$ cat src/logic/vslide_pkg.sv
package vslide_pkg;

    // ********************
    // sizes
    // ********************
    localparam int VLEN      = 64;  // bits per vector register
    localparam int NUM_VREGS = 8;

    // ********************
    // vector types
    // ********************
    typedef logic [VLEN-1:0] vreg_t;       // one register, one chunk
    typedef logic [2:0]      vreg_addr_t;  // register number
    typedef logic [5:0]      vl_t;         // element count, up to 32
    typedef logic [2:0]      chunk_idx_t;  // chunk inside a group
    typedef logic [31:0]     scalar_t;

    // ********************
    // command encodings
    // ********************
    typedef enum logic {
        SLIDE1UP,
        SLIDE1DOWN
    } slide_op_e;

    typedef enum logic [1:0] {
        EW8,
        EW16,
        EW32
    } vsew_e;

    typedef enum logic [1:0] {
        LMUL_1,
        LMUL_2,
        LMUL_4,
        LMUL_8
    } vlmul_e;

    typedef enum logic [1:0] {
        IDLE,
        RUN,
        DRAIN,
        DONE
    } seq_state_e;

endpackage

$ cat src/logic/slide_cmd_if.sv
`timescale 1ns/1ps

interface slide_cmd_if;
    import vslide_pkg::*;

    logic       start;   // one cycle, fields valid from here
    slide_op_e  op;
    vsew_e      vsew;
    vlmul_e     vlmul;
    vreg_addr_t vs;
    vreg_addr_t vd;
    vl_t        vl;
    scalar_t    scalar;
    logic       busy;
    logic       done;    // one cycle after the last write

    modport receiver (
        output start, op, vsew, vlmul, vs, vd, vl, scalar,
        input  done
    );

    modport sequencer (
        input  start, op, vsew, vlmul, vs, vd, vl, scalar,
        output busy, done
    );

endinterface

$ cat src/logic/vreg_port_if.sv
`timescale 1ns/1ps

interface vreg_port_if;
    import vslide_pkg::*;

    vreg_addr_t raddr_a;  // current chunk
    vreg_addr_t raddr_b;  // following chunk
    vreg_t      rdata_a;
    vreg_t      rdata_b;
    logic       we;
    vreg_addr_t waddr;
    vreg_t      wdata;

    modport engine (
        output raddr_a, raddr_b, we, waddr, wdata,
        input  rdata_a, rdata_b
    );

    modport regfile (
        input  raddr_a, raddr_b, we, waddr, wdata,
        output rdata_a, rdata_b
    );

endinterface

$ cat src/logic/slide_sequencer.sv
`timescale 1ns/1ps

module slide_sequencer (
    input  logic                   clk,
    input  logic                   reset_n,
    slide_cmd_if.sequencer         cmd,
    vreg_port_if.engine            rf,
    output vslide_pkg::slide_op_e  dp_op,
    output vslide_pkg::vsew_e      dp_vsew,
    output vslide_pkg::vl_t        dp_vl,
    output vslide_pkg::scalar_t    dp_scalar,
    output vslide_pkg::chunk_idx_t dp_chunk,
    output vslide_pkg::vreg_t      dp_src,
    output vslide_pkg::vreg_t      dp_next,
    input  vslide_pkg::vreg_t      dp_result
);
    import vslide_pkg::*;

    seq_state_e state;
    chunk_idx_t chunk;       // chunk being issued
    chunk_idx_t last_chunk;
    chunk_idx_t chunk_q;     // chunk held in the datapath register
    logic       issue;
    logic       issue_q;

    always_comb begin
        unique case (cmd.vlmul)
            LMUL_1:  last_chunk = 3'd0;
            LMUL_2:  last_chunk = 3'd1;
            LMUL_4:  last_chunk = 3'd3;
            default: last_chunk = 3'd7;
        endcase
    end

    // chunk 0 goes out in the start cycle itself
    assign issue = ((state == IDLE) && cmd.start) || (state == RUN);

    // ********************
    // chunk walk
    // ********************
    always_ff @(posedge clk or negedge reset_n) begin
        if (!reset_n) begin
            state   <= IDLE;
            chunk   <= '0;
            issue_q <= 1'b0;
        end else begin
            issue_q <= issue;
            unique case (state)
                IDLE: begin
                    if (cmd.start) begin
                        if (last_chunk == '0) begin
                            state <= DRAIN;  // single register group
                        end else begin
                            chunk <= 3'd1;
                            state <= RUN;
                        end
                    end
                end
                RUN: begin
                    if (chunk == last_chunk) begin
                        chunk <= '0;
                        state <= DRAIN;
                    end else begin
                        chunk <= chunk + 3'd1;
                    end
                end
                DRAIN:   state <= DONE;  // last result written here
                default: state <= IDLE;
            endcase
        end
    end

    always_ff @(posedge clk) begin
        chunk_q <= chunk;
    end

    // ********************
    // register file side
    // ********************
    assign rf.raddr_a = cmd.vs + chunk;
    assign rf.raddr_b = cmd.vs + chunk + 3'd1;  // unused on the last chunk
    assign rf.we      = issue_q;
    assign rf.waddr   = cmd.vd + chunk_q;
    assign rf.wdata   = dp_result;

    // datapath operands
    assign dp_op     = cmd.op;
    assign dp_vsew   = cmd.vsew;
    assign dp_vl     = cmd.vl;
    assign dp_scalar = cmd.scalar;
    assign dp_chunk  = chunk;
    assign dp_src    = rf.rdata_a;
    assign dp_next   = rf.rdata_b;

    // start counts as busy so the host cannot slip in before RUN
    assign cmd.busy = cmd.start || (state != IDLE);
    assign cmd.done = (state == DONE);

endmodule

$ cat src/flat_wrapper.sv
// flat-port wrapper written by rule: the top's interface ports become plain ports
module slide_sequencer_flat import vslide_pkg::*;
  (clk, reset_n, dp_op, dp_vsew, dp_vl, dp_scalar, dp_chunk, dp_src, dp_next, dp_result, cmd_start, cmd_op, cmd_vsew, cmd_vlmul, cmd_vs, cmd_vd, cmd_vl, cmd_scalar, cmd_busy, cmd_done, rf_raddr_a, rf_raddr_b, rf_we, rf_waddr, rf_wdata, rf_rdata_a, rf_rdata_b);
  slide_cmd_if cmd_i ();
  vreg_port_if rf_i ();
  input  logic clk;
  input  logic reset_n;
  output vslide_pkg::slide_op_e dp_op;
  output vslide_pkg::vsew_e dp_vsew;
  output vslide_pkg::vl_t dp_vl;
  output vslide_pkg::scalar_t dp_scalar;
  output vslide_pkg::chunk_idx_t dp_chunk;
  output vslide_pkg::vreg_t dp_src;
  output vslide_pkg::vreg_t dp_next;
  input  vslide_pkg::vreg_t dp_result;
  input wire logic [$bits(cmd_i.start)-1:0] cmd_start;
  input wire logic [$bits(cmd_i.op)-1:0] cmd_op;
  input wire logic [$bits(cmd_i.vsew)-1:0] cmd_vsew;
  input wire logic [$bits(cmd_i.vlmul)-1:0] cmd_vlmul;
  input wire logic [$bits(cmd_i.vs)-1:0] cmd_vs;
  input wire logic [$bits(cmd_i.vd)-1:0] cmd_vd;
  input wire logic [$bits(cmd_i.vl)-1:0] cmd_vl;
  input wire logic [$bits(cmd_i.scalar)-1:0] cmd_scalar;
  output wire logic [$bits(cmd_i.busy)-1:0] cmd_busy;
  output wire logic [$bits(cmd_i.done)-1:0] cmd_done;
  output wire logic [$bits(rf_i.raddr_a)-1:0] rf_raddr_a;
  output wire logic [$bits(rf_i.raddr_b)-1:0] rf_raddr_b;
  output wire logic [$bits(rf_i.we)-1:0] rf_we;
  output wire logic [$bits(rf_i.waddr)-1:0] rf_waddr;
  output wire logic [$bits(rf_i.wdata)-1:0] rf_wdata;
  input wire logic [$bits(rf_i.rdata_a)-1:0] rf_rdata_a;
  input wire logic [$bits(rf_i.rdata_b)-1:0] rf_rdata_b;
  assign cmd_i.start = cmd_start;
  assign cmd_i.op = cmd_op;
  assign cmd_i.vsew = cmd_vsew;
  assign cmd_i.vlmul = cmd_vlmul;
  assign cmd_i.vs = cmd_vs;
  assign cmd_i.vd = cmd_vd;
  assign cmd_i.vl = cmd_vl;
  assign cmd_i.scalar = cmd_scalar;
  assign cmd_busy = cmd_i.busy;
  assign cmd_done = cmd_i.done;
  assign rf_raddr_a = rf_i.raddr_a;
  assign rf_raddr_b = rf_i.raddr_b;
  assign rf_we = rf_i.we;
  assign rf_waddr = rf_i.waddr;
  assign rf_wdata = rf_i.wdata;
  assign rf_i.rdata_a = rf_rdata_a;
  assign rf_i.rdata_b = rf_rdata_b;
  slide_sequencer u_core (.clk(clk), .reset_n(reset_n), .cmd(cmd_i), .rf(rf_i), .dp_op(dp_op), .dp_vsew(dp_vsew), .dp_vl(dp_vl), .dp_scalar(dp_scalar), .dp_chunk(dp_chunk), .dp_src(dp_src), .dp_next(dp_next), .dp_result(dp_result));
endmodule
$ cat config.mk
export PLATFORM = sky130hd
export DESIGN_NAME = slide_sequencer_flat
export DESIGN_NICKNAME = d
export VERILOG_FILES = /design/src/logic/vslide_pkg.sv /design/src/logic/slide_cmd_if.sv /design/src/logic/vreg_port_if.sv /design/src/logic/slide_sequencer.sv /design/src/flat_wrapper.sv
export SDC_FILE = /design/constraint.sdc
export NUM_CORES = 1
export LEC_CHECK = 0
export BUFFER_PORTS_ARGS = -buffer_cell sky130_fd_sc_hd__buf_2
export CORE_AREA = 2 2 191 193
export CTS_CLUSTER_DIAMETER = 120
export DETAILED_ROUTE_END_ITERATION = 16
export DIE_AREA = 0 0 193 195
export PLACE_DENSITY = 0.38
export SETUP_SLACK_MARGIN = 0.05
export SYNTH_ARGS = -nofsm -noshare
export SYNTH_HDL_FRONTEND = slang
export SYNTH_SLANG_ARGS = --single-unit
$ cat constraint.sdc
create_clock -name clk -period 2.2 [get_ports clk]
set_clock_uncertainty 0.05 [all_clocks]
set_input_delay 0.22 -clock clk [delete_from_list [all_inputs] [get_ports clk]]
set_output_delay 0.22 -clock clk [all_outputs]
set_load 0.01 [all_outputs]
# Word-level counts from Yosys, hierarchy flattened
# Cells that the tools add are included.
[op_classes] add_sub_neg=4 eq_ne=9 n_mux=9 n_reduce_logical=10
[ops] cell="$mux W3" n=3
[ops] cell="$pmux W3 S3" n=1
[ops] cell="$add A3 B1 Y3 const B" n=2
[ops] cell="$add A3 B3 Y3" n=2
[ops] cell="$eq A2 B2 Y1 const B" n=3
[ops] cell="$mux W2" n=3
[ops] cell="$ne A2 B2 Y1 const B" n=3
[ops] cell="$pmux W2 S3" n=1
[ops] cell="$pmux W3 S2" n=1
[ops] cell="$eq A2 B1 Y1 const B" n=2
[ops] cell="$logic_not A2 Y1" n=2
[ops] cell="$reduce_bool A2 Y1" n=2
[ops] cell="$eq A3 B3 Y1" n=1
[ops] cell="$logic_not A3 Y1" n=1
[ops] cell="$reduce_and A3 Y1" n=1
[ops] cell="$logic_or A1 B1 Y1" n=2
[ops] cell="$reduce_and A2 Y1" n=1
[ops] cell="$logic_and A1 B1 Y1" n=1
[totals] ff_bits=9 in_bits=244 out_inout_bits=248

# Depth between registers and ports, before layout
# Gate-level depths: netlist (run 1).
[logic_depth] ltp_word=6 mapped_depth=6

# Worst setup path before layout (run 1)
# Ideal clock, no wire load.
[synth_timing] path_type="flip-flop to output port" from="reg u_core.chunk[0], in the netlist u_core.dp_chunk[0]" to="out rf_raddr_b[2]" arrival_time_ns=1.773 t_required_ns=1.930 slack_ns=0.157 path_stages_with_launch=7 path_buffers=0 path_cell_list="dfrtp_1 -> ha_1 -> inv_1 -> fa_1 -> xor2_1 -> xnor2_1 -> xor2_1"
[synth_between] elab_chain_cells=2
[synth_rtl] element="from (decl)" line_no="slide_sequencer.sv:20" rtl="chunk_idx_t chunk;"
[synth_rtl] element="from (signal assigned)" line_no="slide_sequencer.sv:64" rtl="chunk <= chunk + 3'd1;"
[synth_rtl] element="$add A3 B3 Y3"
[synth_rtl] element="net rf_raddr_a[2]" line_no="flat_wrapper.sv:26" rtl="output wire logic [$bits(rf_i.raddr_a)-1:0] rf_raddr_a;"
[synth_rtl] element="$add A3 B1 Y3" line_no="slide_sequencer.sv:81" rtl="assign rf.raddr_b = cmd.vs + chunk + 3'd1;"
[synth_rtl] element="to (decl)" line_no="flat_wrapper.sv:27" rtl="output wire logic [$bits(rf_i.raddr_b)-1:0] rf_raddr_b;"
# The timed path passes the listed nets, and every way through them passes these cells.

# Worst setup path in the final report (run 1)
[layout_timing] from="reg u_core.chunk[0], in the netlist u_core.dp_chunk[0]" to="out rf_raddr_b[2]"
[layout_between] elab_chain_cells=2
[layout_rtl] element="$add A3 B3 Y3" line_no="slide_sequencer.sv:81"
[layout_rtl] element="$add A3 B1 Y3" line_no="slide_sequencer.sv:81"
# Every way passes these cells.

==> key figures, run 1 <==
Run status
  • Status: completed

Final layout
  • Final instance area: 0.00147 mm^2
  • Layout filler cell count: 4208
  • Nets: 351
  • FF/Latch Area: 211 um^2
  • Area of the multi-input gates: 412 um^2
  • Area Growth Syn to Fin: -38.5%
  • Inserted Diodes: 0
  • Fraction of layout cells with a size suffix above 1: 43.3%

Run
  • Max-cap violations: 0

Clock tree
  • CTS tree: yes
  • Cts bufs inserted: 3
  • CTS max path bufs: 2
  • Later-pin clock latency in the skew report: 0.24 ns
  • Clock Sinks: 9
  • CTS clock-pin slew for the worst setup and hold paths: 0.04 ns
  • H-tree depth: 1
  • CTS root buffer: clkbuf_16

Detailed routing
  • Drt total wl: 8.15 mm
  • Vias post-DR: 955
  • Drt drc: 0
  • Post-route ant nets: 0
  • DR pass1 iterations: 4
  • Initial DRC count: 12
  • Vias per cell: 1.71
  • WL/cell: 14.6 um

Synthesis
  • Unique cell type count in the Yosys netlist: 31
  • Post-synth top area share: 73.0%
  • Count leader, synth: buf_4
  • Synth Area per Inst: 8.04 um^2
  • Ys Warns: 0
  • Share of flip-flops with an asynchronous set or reset: 66.7%
  • Mapped Nets: about 550
  • Post-synth top area cell: buf_4
  • Synth area leaders: buf_4 (73%), dfrtp_1 (6.3%), ha_1 (3.7%)
  • Main synth FF type: dfrtp_1
  • Yosys reg bits: 9
  • Post-synth EDFFs: 0
  • Syn Inst Count: 298
  • Commonest cells post-synth: buf_4 (233), inv_1 (10), ha_1 (7)
  • Share of the yosys chip area belonging to registers: under 10%
  • Area of the mapped netlist: roughly 0.0024 mm^2

Power
  • Power density over cell area: 1040 mW/mm^2
  • Total Power: 0.00154 W
  • P_leak: 0.465 nW
  • Peak supply drop: 463 uV

Die
  • Core Area: about 0.035 mm^2
  • DIE WIDTH: between 150 and 200 um
  • Die area: 0.0376 mm^2
  • Ports: 492
  • Die height: ~200 um
  • Num rows: 69
  • Starting Density: 6.77%

Timing
  • RSZ-0062 raised after global routing: yes
  • Setup-failing EPs final: 0
  • Hold Violations, Final: 0
  • Slew Limit Headroom: 69.7%
  • Fmax: 489 MHz
  • Final worst setup slack: 0.153 ns
  • Max Transition Viols Final: 0
  • Fraction of the cycle the final worst path needs: around 93%
  • Actual slew at the worst max-slew pin: 0.453 ns
  • TNS Setup: 0 ns
  • Period minus WS final: 2.05 ns

Critical path
  • Worst Path Class, Setup: reg -> out
  • Critical R2R Capture: u_core.state[1]$_DFFE_PN0P_
  • RR Startpoint: u_core.dp_chunk[1]$_DFFE_PN0P_
  • Crit. End Element: output pin
  • Startpoint Class: flop
  • CP max FO: 2
  • R2r worst-path depth: 5
  • Worst Path Required: 1.93 ns
  • Reg-to-reg slack, setup: 0.36 ns
  • CP arrival: 1.78 ns

Place
  • Detailed placement HPWL: between 7 and 8 mm
  • Pre-CTS setup slack: 0.276 ns
  • RePlAce Congestion: 0.661
  • Port Buffers: 25
  • Placement Cell Area: 0.00135 mm^2

Min path
  • WHS Path Cells: 3
  • Hold endpoint: u_core.rf.we$_DFF_PN0_
  • Hold path startpoint: cmd_start
  • Worst hold path class: in -> reg

Global route
  • First-pass GRT wire length: between 9 and 10 mm
  • Antenna violations before repair: 0
  • GRT Total Usage: 3.95%
  • Largest net degree at the start of global routing: 10
  • Global route overflow: 0
  • Vias in the first global route: 1000
layer usage:
metal	GRT usage [%]	routed length [um]	share of wire, %
met5	0.265	0	0
met4	3.84	714	8.8
met1	2.02	1540	19
met2	5.81	3540	43
met3	5.18	2360	29
kinds of logic after synthesis:
group / after synthesis / share of synthesized area (%)
adder cells (fa/ha/maj): 9 / 5.32
XOR/XNOR: 6 / 2.19
flip-flops: 9 / 8.77
AO/OA/AOI/OAI: 12 / 3.71
multiplexers: 2 / 1.04
buffers and inverters: 244 / 75.0
AND/OR/NAND/NOR: 16 / 3.97
worst max-delay path, stage by stage (launching register included):
cell and delay (ns):
dfrtp_1 0.35, ha_2 0.18, inv_2 0.03, fa_2 0.52, inv_2 0.04, ha_2 0.16, xor2_1 0.13, buf_2 0.14
placed cells by master (no fill, tap or decap), drive strengths merged, types with 2 or more instances in the layout:
master	Yosys	routed
xor2	3	3
nor2	3	3
o21ai	2	2
nand2	3	3
clkbuf	0	4
dfrtp	6	6
nand2b	2	2
dfxtp	3	3
ha	7	7
buf	234	28
inv	10	10
nand3	4	4
xnor2	3	3
a2bb2oi	2	2
fa	2	2
cell type report:
type                    count  area share [%]
repair buffers             29            10.7
multi-input cells          45            27.9
inverters                  10            2.55
well taps                 461            39.1
flip-flops and latches      9            14.3
clock buffers               4            5.35
power by group:
group / internal, W / switching [W]
registers: 0.000241 / 0.0000717
clock network: 0.000242 / 0.0000800
logic: 0.000437 / 0.000465
total: 0.000920 / 0.000616
registers in the layout, summed over array words and instances, names as in the netlist:
name	count
u_core.rf.we	1
u_core.dp_chunk	3
u_core.chunk_q	3
u_core.state	2
how the worst max path moves through the flow:
| stage | from | endpoint | slack [ns] | cells past startpoint |
|---|---|---|---|---|
| floorplan | u_core.dp_chunk[0]$_DFFE_PN0P_ | rf_raddr_b[2] | 0.16 | 6 |
| detailed placement | u_core.dp_chunk[1]$_DFFE_PN0P_ | rf_raddr_b[2] | 0.28 | 6 |
| CTS | u_core.dp_chunk[1]$_DFFE_PN0P_ | rf_raddr_b[2] | 0.1 | 6 |
| global placement | u_core.dp_chunk[1]$_DFFE_PN0P_ | rf_raddr_b[2] | 0.33 | 6 |
| finish | u_core.dp_chunk[0]$_DFFE_PN0P_ | rf_raddr_b[2] | 0.15 | 7 |
| global route | u_core.dp_chunk[0]$_DFFE_PN0P_ | rf_raddr_b[2] | 0.02 | 7 |
stage by stage:
stage,utilization [%],hold WS (ns),cells
after floorplan,-,-0.126,298
after global placement,3.80,0.0114,551
after detailed placement,3.80,0.00458,551
after CTS,4.06,0.190,556
after global routing,4.16,0.228,558
final,4.16,0.192,558
what timing repair did:
item,CTS,global route
pin swaps,0,3
gates resized for setup,1,7
hold endpoints to repair,6,0
hold buffers,1,0
setup buffers,0,2
cloned,0,0
endpoints found under the setup margin,1,1
Note: power is estimated with default switching activity, not from simulation.
==> run 2, diff against run 1 <==
- CORE_AREA: 2 2 191 193 -> 2 2 189 191
- DIE_AREA: 0 0 193 195 -> 0 0 191 193
- clock period: 2.2 -> 2.5 ns (I/O delays scaled with it)
==> run 2 against run 1 <==
  * Cell count down 0.54%
  * Via count unchanged
  * Die area down 2.1%
  * Highest routed layer unchanged
  * Largest cell class unchanged
==> key figures, run 2 (synthesis gave the netlist of run 1 again) <==
Detailed routing
  • Vias per cell: 1.72
  • Vias post-DR: roughly 960
  • Post-route ant nets: 0
  • Drt drc: 0
  • Initial DRC count: 23
  • Drt total wl: ~8.0 mm
  • DR pass1 iterations: 4
  • WL/cell: 14.4 um

Final layout
  • Area Growth Syn to Fin: -40.4%
  • Commonest non-fill, non-tap cell in the layout: buf_2
  • Fraction of layout cells with a size suffix above 1: 33.0%
  • Nets: ~350
  • Inserted Diodes: 0
  • Commonest non-fill, non-tap cells in the layout: buf_2 (25), inv_1 (10), ha_1 (7)

Global route
  • Vias in the first global route: 1032
  • Largest net degree at the start of global routing: 10
  • GRT Total Usage: 3.89%
  • Antenna violations before repair: 0
  • Global route overflow: 0
  • First-pass GRT wire length: 9.40 mm

Timing
  • Setup-failing EPs final: 0
  • Hold Violations, Final: 0
  • Final worst setup slack: 0.234 ns
  • TNS Setup: 0 ns
  • Fmax: 441 MHz
  • RSZ-0062 raised after global routing: no
  • Max Transition Viols Final: 0
  • Slew Limit Headroom: 70.5%
  • Actual slew at the worst max-slew pin: 0.440 ns
  • Period minus WS final: 2.27 ns
  • Fraction of the cycle the final worst path needs: between 90% and 100%

Power
  • Total Power: 0.00125 W
  • Peak supply drop: 519 uV
  • Power density over cell area: 879 mW/mm^2
  • P_leak: 0.451 nW

Clock tree
  • Clock Sinks: 9
  • CTS tree: yes
  • CTS max path bufs: 2
  • Later-pin clock latency in the skew report: 0.23 ns
  • Cts bufs inserted: 3
  • CTS root buffer: clkbuf_16
  • CTS clock-pin slew for the worst setup and hold paths: 0.04 ns
  • H-tree depth: 1

Critical path
  • Startpoint Class: flop
  • Critical path origin: u_core.dp_chunk[0]$_DFFE_PN0P_
  • R2r worst-path depth: 4
  • Worst Path Class, Setup: reg -> out
  • Worst Path Required: 2.20 ns
  • RR Startpoint: u_core.dp_chunk[1]$_DFFE_PN0P_
  • Crit. End Element: output pin
  • CP max FO: 8
  • CP arrival: 1.97 ns
  • Critical R2R Capture: u_core.state[1]$_DFFE_PN0P_
  • Reg-to-reg slack, setup: 0.74 ns

Run
  • Max-cap violations: 0

Min path
  • Worst hold path class: in -> reg
  • WHS Path Cells: 3
  • Hold path startpoint: cmd_start
  • Hold endpoint: u_core.rf.we$_DFF_PN0_

Run status
  • Status: completed

Place
  • Port Buffers: 25
  • Pre-CTS setup slack: 0.435 ns
  • RePlAce Congestion: 0.655
  • Detailed placement HPWL: 6.99 mm

Die
  • Die area: about 0.037 mm^2
  • Ports: 492
  • Num rows: 69
  • Starting Density: 6.86%
  • Core Area: 0.0350 mm^2
  • DIE WIDTH: 191 um
  • Die height: roughly 190 um
## run 2: changes by cell type in the layout (fill, tap and decap cells not counted), moves of 2 or more
cell,change
buf_4,-3
ha_1,+2
ha_2,-2
inv_1,+2
inv_2,-2
## run 2: power breakdown
part | switching (W) | total [W] | internal (W) | leakage [nW]
clock network | 0.0000648 | 0.000277 | 0.000213 | 0.0382
logic | 0.000360 | 0.000688 | 0.000329 | 0.314
registers | 0.0000780 | 0.000289 | 0.000211 | 0.0987
total | 0.000502 | 0.00125 | 0.000752 | 0.451
## run 2: final cells by class
cell class                      count  area (um^2)
Inverter                           10         37.5
Fill cell                        4142        33500
Multi-Input combinational cell     45          389
Timing Repair Buffer               26          135
Clock buffer                        4         78.8
Tap cell                          461          577
Sequential cell                     9          210
## run 2: layer usage
| layer | part of all wire (%) | track usage [%] |
|---|---|---|
| met1 | 17 | 1.60 |
| met2 | 42 | 5.43 |
| met3 | 34 | 6.59 |
| met4 | 7.2 | 3.07 |
| met5 | 0 | 0.796 |
## run 2: worst max-delay path by stage
stage	end	cells after the start	slack, ns
floorplan	rf_raddr_b[2]	6	0.43
global placement	rf_raddr_b[2]	7	0.48
detailed placement	rf_raddr_b[2]	7	0.43
CTS	rf_raddr_b[2]	7	0.19
global route	rf_raddr_b[2]	7	0.06
finish	rf_raddr_b[2]	7	0.23
## run 2: metrics by stage
step	hold slack [ns]	area (um^2)	cells	util, %
floorplan	-0.0956	2400	298	-
global placement	0.0401	1340	550	3.83
detailed placement	0.0389	1340	550	3.83
CTS	0.234	1430	555	4.08
global route	0.270	1430	555	4.08
finish	0.241	1430	555	4.08
## run 2: worst max-delay path, stage by stage, from the launching register on
cell     delay, ns
dfrtp_1       0.46
ha_1          0.19
inv_1         0.05
fa_1          0.37
xor2_1        0.16
xnor2_1       0.20
xor2_1        0.16
buf_2         0.14
## run 2: timing repair
action / 4_1_cts / 5_1_grt
resized for setup: 0 / 0
hold buffers: 1 / 0
endpoints found under the hold margin: 6 / 0
buffers inserted: 0 / 0
==> run 3, diff against run 2 <==
==> constraint.sdc (replaced) <==
create_clock -name clk -period 2.5 [get_ports clk]
set_clock_uncertainty 0.05 [all_clocks]
set_input_delay 0.625 -clock clk [delete_from_list [all_inputs] [get_ports clk]]
set_output_delay 0.625 -clock clk [all_outputs]
set_load 0.01 [all_outputs]
==> run 3 against run 2 <==
  * Non-clock buffer count up 2
  * Combinational power up 26%
  * Worst hold slack worse by 0.075 ns
  * Worst setup slack worse by 0.22 ns
  * Design area up 5.3%
  * Register-to-register slack worse by 0.06 ns
  * Count of clock-buffer cells in the layout unchanged
  * Global-route usage up 0.59 points
  * Die area unchanged
  * Total power up 13%
  * Critical path type is now in -> out
  * Highest routed layer unchanged
==> key figures, run 3 (synthesis gave the netlist of run 1 again) <==
Run status
  • Status: completed

Place
  • Port Buffers: 25
  • Dpl cells: around 550
  • Placement Cell Area: 0.00138 mm^2
  • Pre-CTS setup slack: -0.0992 ns
  • RePlAce Congestion: 0.658
  • Detailed placement HPWL: between 8 and 9 mm

Clock tree
  • Clock Sinks: 9
  • Cts bufs inserted: 3
  • H-tree depth: 1
  • CTS root buffer: clkbuf_16
  • Hold-fix buffers, CTS: 0
  • Later-pin clock latency in the skew report: 0.23 ns
  • Post-CTS Repair Setup Buffers: 0
  • CTS clock-pin slew for the worst setup and hold paths: approximately 0.040 ns
  • CTS tree: yes
  • CTS max path bufs: 2

Power
  • Sw Ratio: 38.7%
  • Register share of total power: 19.3%
  • Power share of the clock group: between 10% and 20%
  • Peak supply drop: 359 uV
  • Comb pwr share: 61.0%
  • P_int: roughly 0.00087 W
  • Net Sw Power: 0.000548 W
  • P_leak: approximately 0.47 nW
  • Power density over cell area: 941 mW/mm^2

Global route
  • Vias in the first global route: approximately 1000
  • M3 GR Usage: around 7.4%
  • GRT Total Usage: under 10%
  • Met2 Usage GRT: 6.52%
  • Antenna violations before repair: 0
  • Grt peak-use layer: met3
  • GR Util met1: 1.92%
  • Global route overflow: 0
  • First-pass GRT wire length: 10.5 mm
  • Largest net degree at the start of global routing: 10

Critical path
  • RR Startpoint: u_core.dp_chunk[1]$_DFFE_PN0P_
  • Crit. End Element: output pin
  • R2r worst-path depth: 5
  • Critical R2R Capture: u_core.state[1]$_DFFE_PN0P_
  • Startpoint Class: primary input
  • Reg-to-reg slack, setup: 0.68 ns
  • CP Buf/Inv Count: 4
  • CP arrival: 1.81 ns
  • CP max FO: 2
  • Worst Path Required: 1.82 ns
  • Slowest stage delay, CP: 0.52 ns
  • Top Family by Delay on Critical Path: adder cells
  • Worst Path Class, Setup: in -> out
  • Critical Path, Cell by Cell: buf_6 > ha_4 > inv_2 > fa_2 > inv_2 > ha_4 > xor2_1 > buf_2
  • Slowest CP cell: fa_2

Detailed routing
  • Vias post-DR: approximately 950
  • Post-route ant nets: 0
  • Drt drc: 0
  • DR pass1 iterations: 4
  • Vias per cell: 1.70
  • Initial DRC count: 17
  • Drt total wl: 9.17 mm
  • WL/cell: around 16 um

Min path
  • Worst hold path class: in -> async

Final layout
  • Commonest non-fill, non-tap cells in the layout: buf_2 (22), inv_1 (8), dfrtp_1 (6)
  • Fraction of layout cells with a size suffix above 1: 43.8%
  • Commonest non-fill, non-tap cell in the layout: buf_2
  • Layout filler cell count: 4148
  • Nets: 350
  • Inserted Diodes: 0
  • Final instance area: 0.00150 mm^2
  • Non-filler instance count after layout: between 500 and 600
  • Area Growth Syn to Fin: -37.3%

Run
  • Max-cap violations: 0

Timing
  • Slew Limit Headroom: 70.0%
  • Hold_ws: 0.166 ns
  • Final worst setup slack: 0.0104 ns
  • Fraction of the cycle the final worst path needs: roughly 100%
  • Setup-failing EPs final: 0
  • Fmax: between 400 and 500 MHz
  • RSZ-0062 raised after global routing: yes
  • Period minus WS final: 2.49 ns
  • Max Transition Viols Final: 0
  • Actual slew at the worst max-slew pin: around 0.45 ns
  • Hold Violations, Final: 0

Die
  • Ports: 492
  • DIE WIDTH: ~190 um
  • Num rows: between 60 and 70
  • Starting Density: under 10%
  • Die area: roughly 0.037 mm^2
  • Die height: 193 um
  • Core Area: 0.0350 mm^2
run 3: worst max-delay path by stage:
stage / from / end / slack (ns) / depth (start not counted)
4_1_cts: cmd_vs[0] / rf_raddr_b[2] / -0.01 / 8
2_1_floorplan: cmd_vs[0] / rf_raddr_b[2] / 0.03 / 6
3_3_place_gp: cmd_vs[0] / rf_raddr_b[2] / -0.07 / 8
3_5_place_dp: cmd_vs[0] / rf_raddr_b[2] / -0.1 / 8
5_1_grt: cmd_vs[0] / rf_raddr_b[2] / -0.02 / 8
6_report: cmd_vs[0] / rf_raddr_b[2] / 0.01 / 8
run 3: final cells by class:
class	count	area (um^2)	share of cell area (%)
flip-flops and latches	9	210	14.0
inverters	10	37.5	2.50
repair buffers	28	166	11.1
clock buffers	4	78.8	5.24
multi-input cells	45	434	28.9
well taps	461	577	38.4
run 3: repair_timing:
item | CTS | global route
endpoints found under the setup margin | 3 | 4
pin swaps | 3 | 2
resized for setup | 10 | 1
run 3: through the flow:
step	setup TNS, ns	utilization, %	power [W]
after floorplan	0	-	0.00117
after global placement	-0.125	3.94	0.00106
after detailed placement	-0.161	3.94	0.00106
after CTS	-0.0108	4.29	0.00144
after global routing	-0.0248	4.30	0.00155
final	0	4.30	0.00142
run 3: power groups by stage:
stage          logic, W  clock network [W]  registers (W)
2_1_floorplan  0.000891                  0       0.000279
3_3_place_gp   0.000786                  0       0.000272
3_5_place_dp   0.000784                  0       0.000274
4_1_cts        0.000881           0.000286       0.000276
5_1_grt        0.000967           0.000296       0.000286
6_report       0.000864           0.000279       0.000273
run 3: per-layer routing:
layer,up-vias,wire (um)
li1,284,-
met4,0,754
met2,233,3800
met3,84,3180
met5,-,0
met1,348,1430
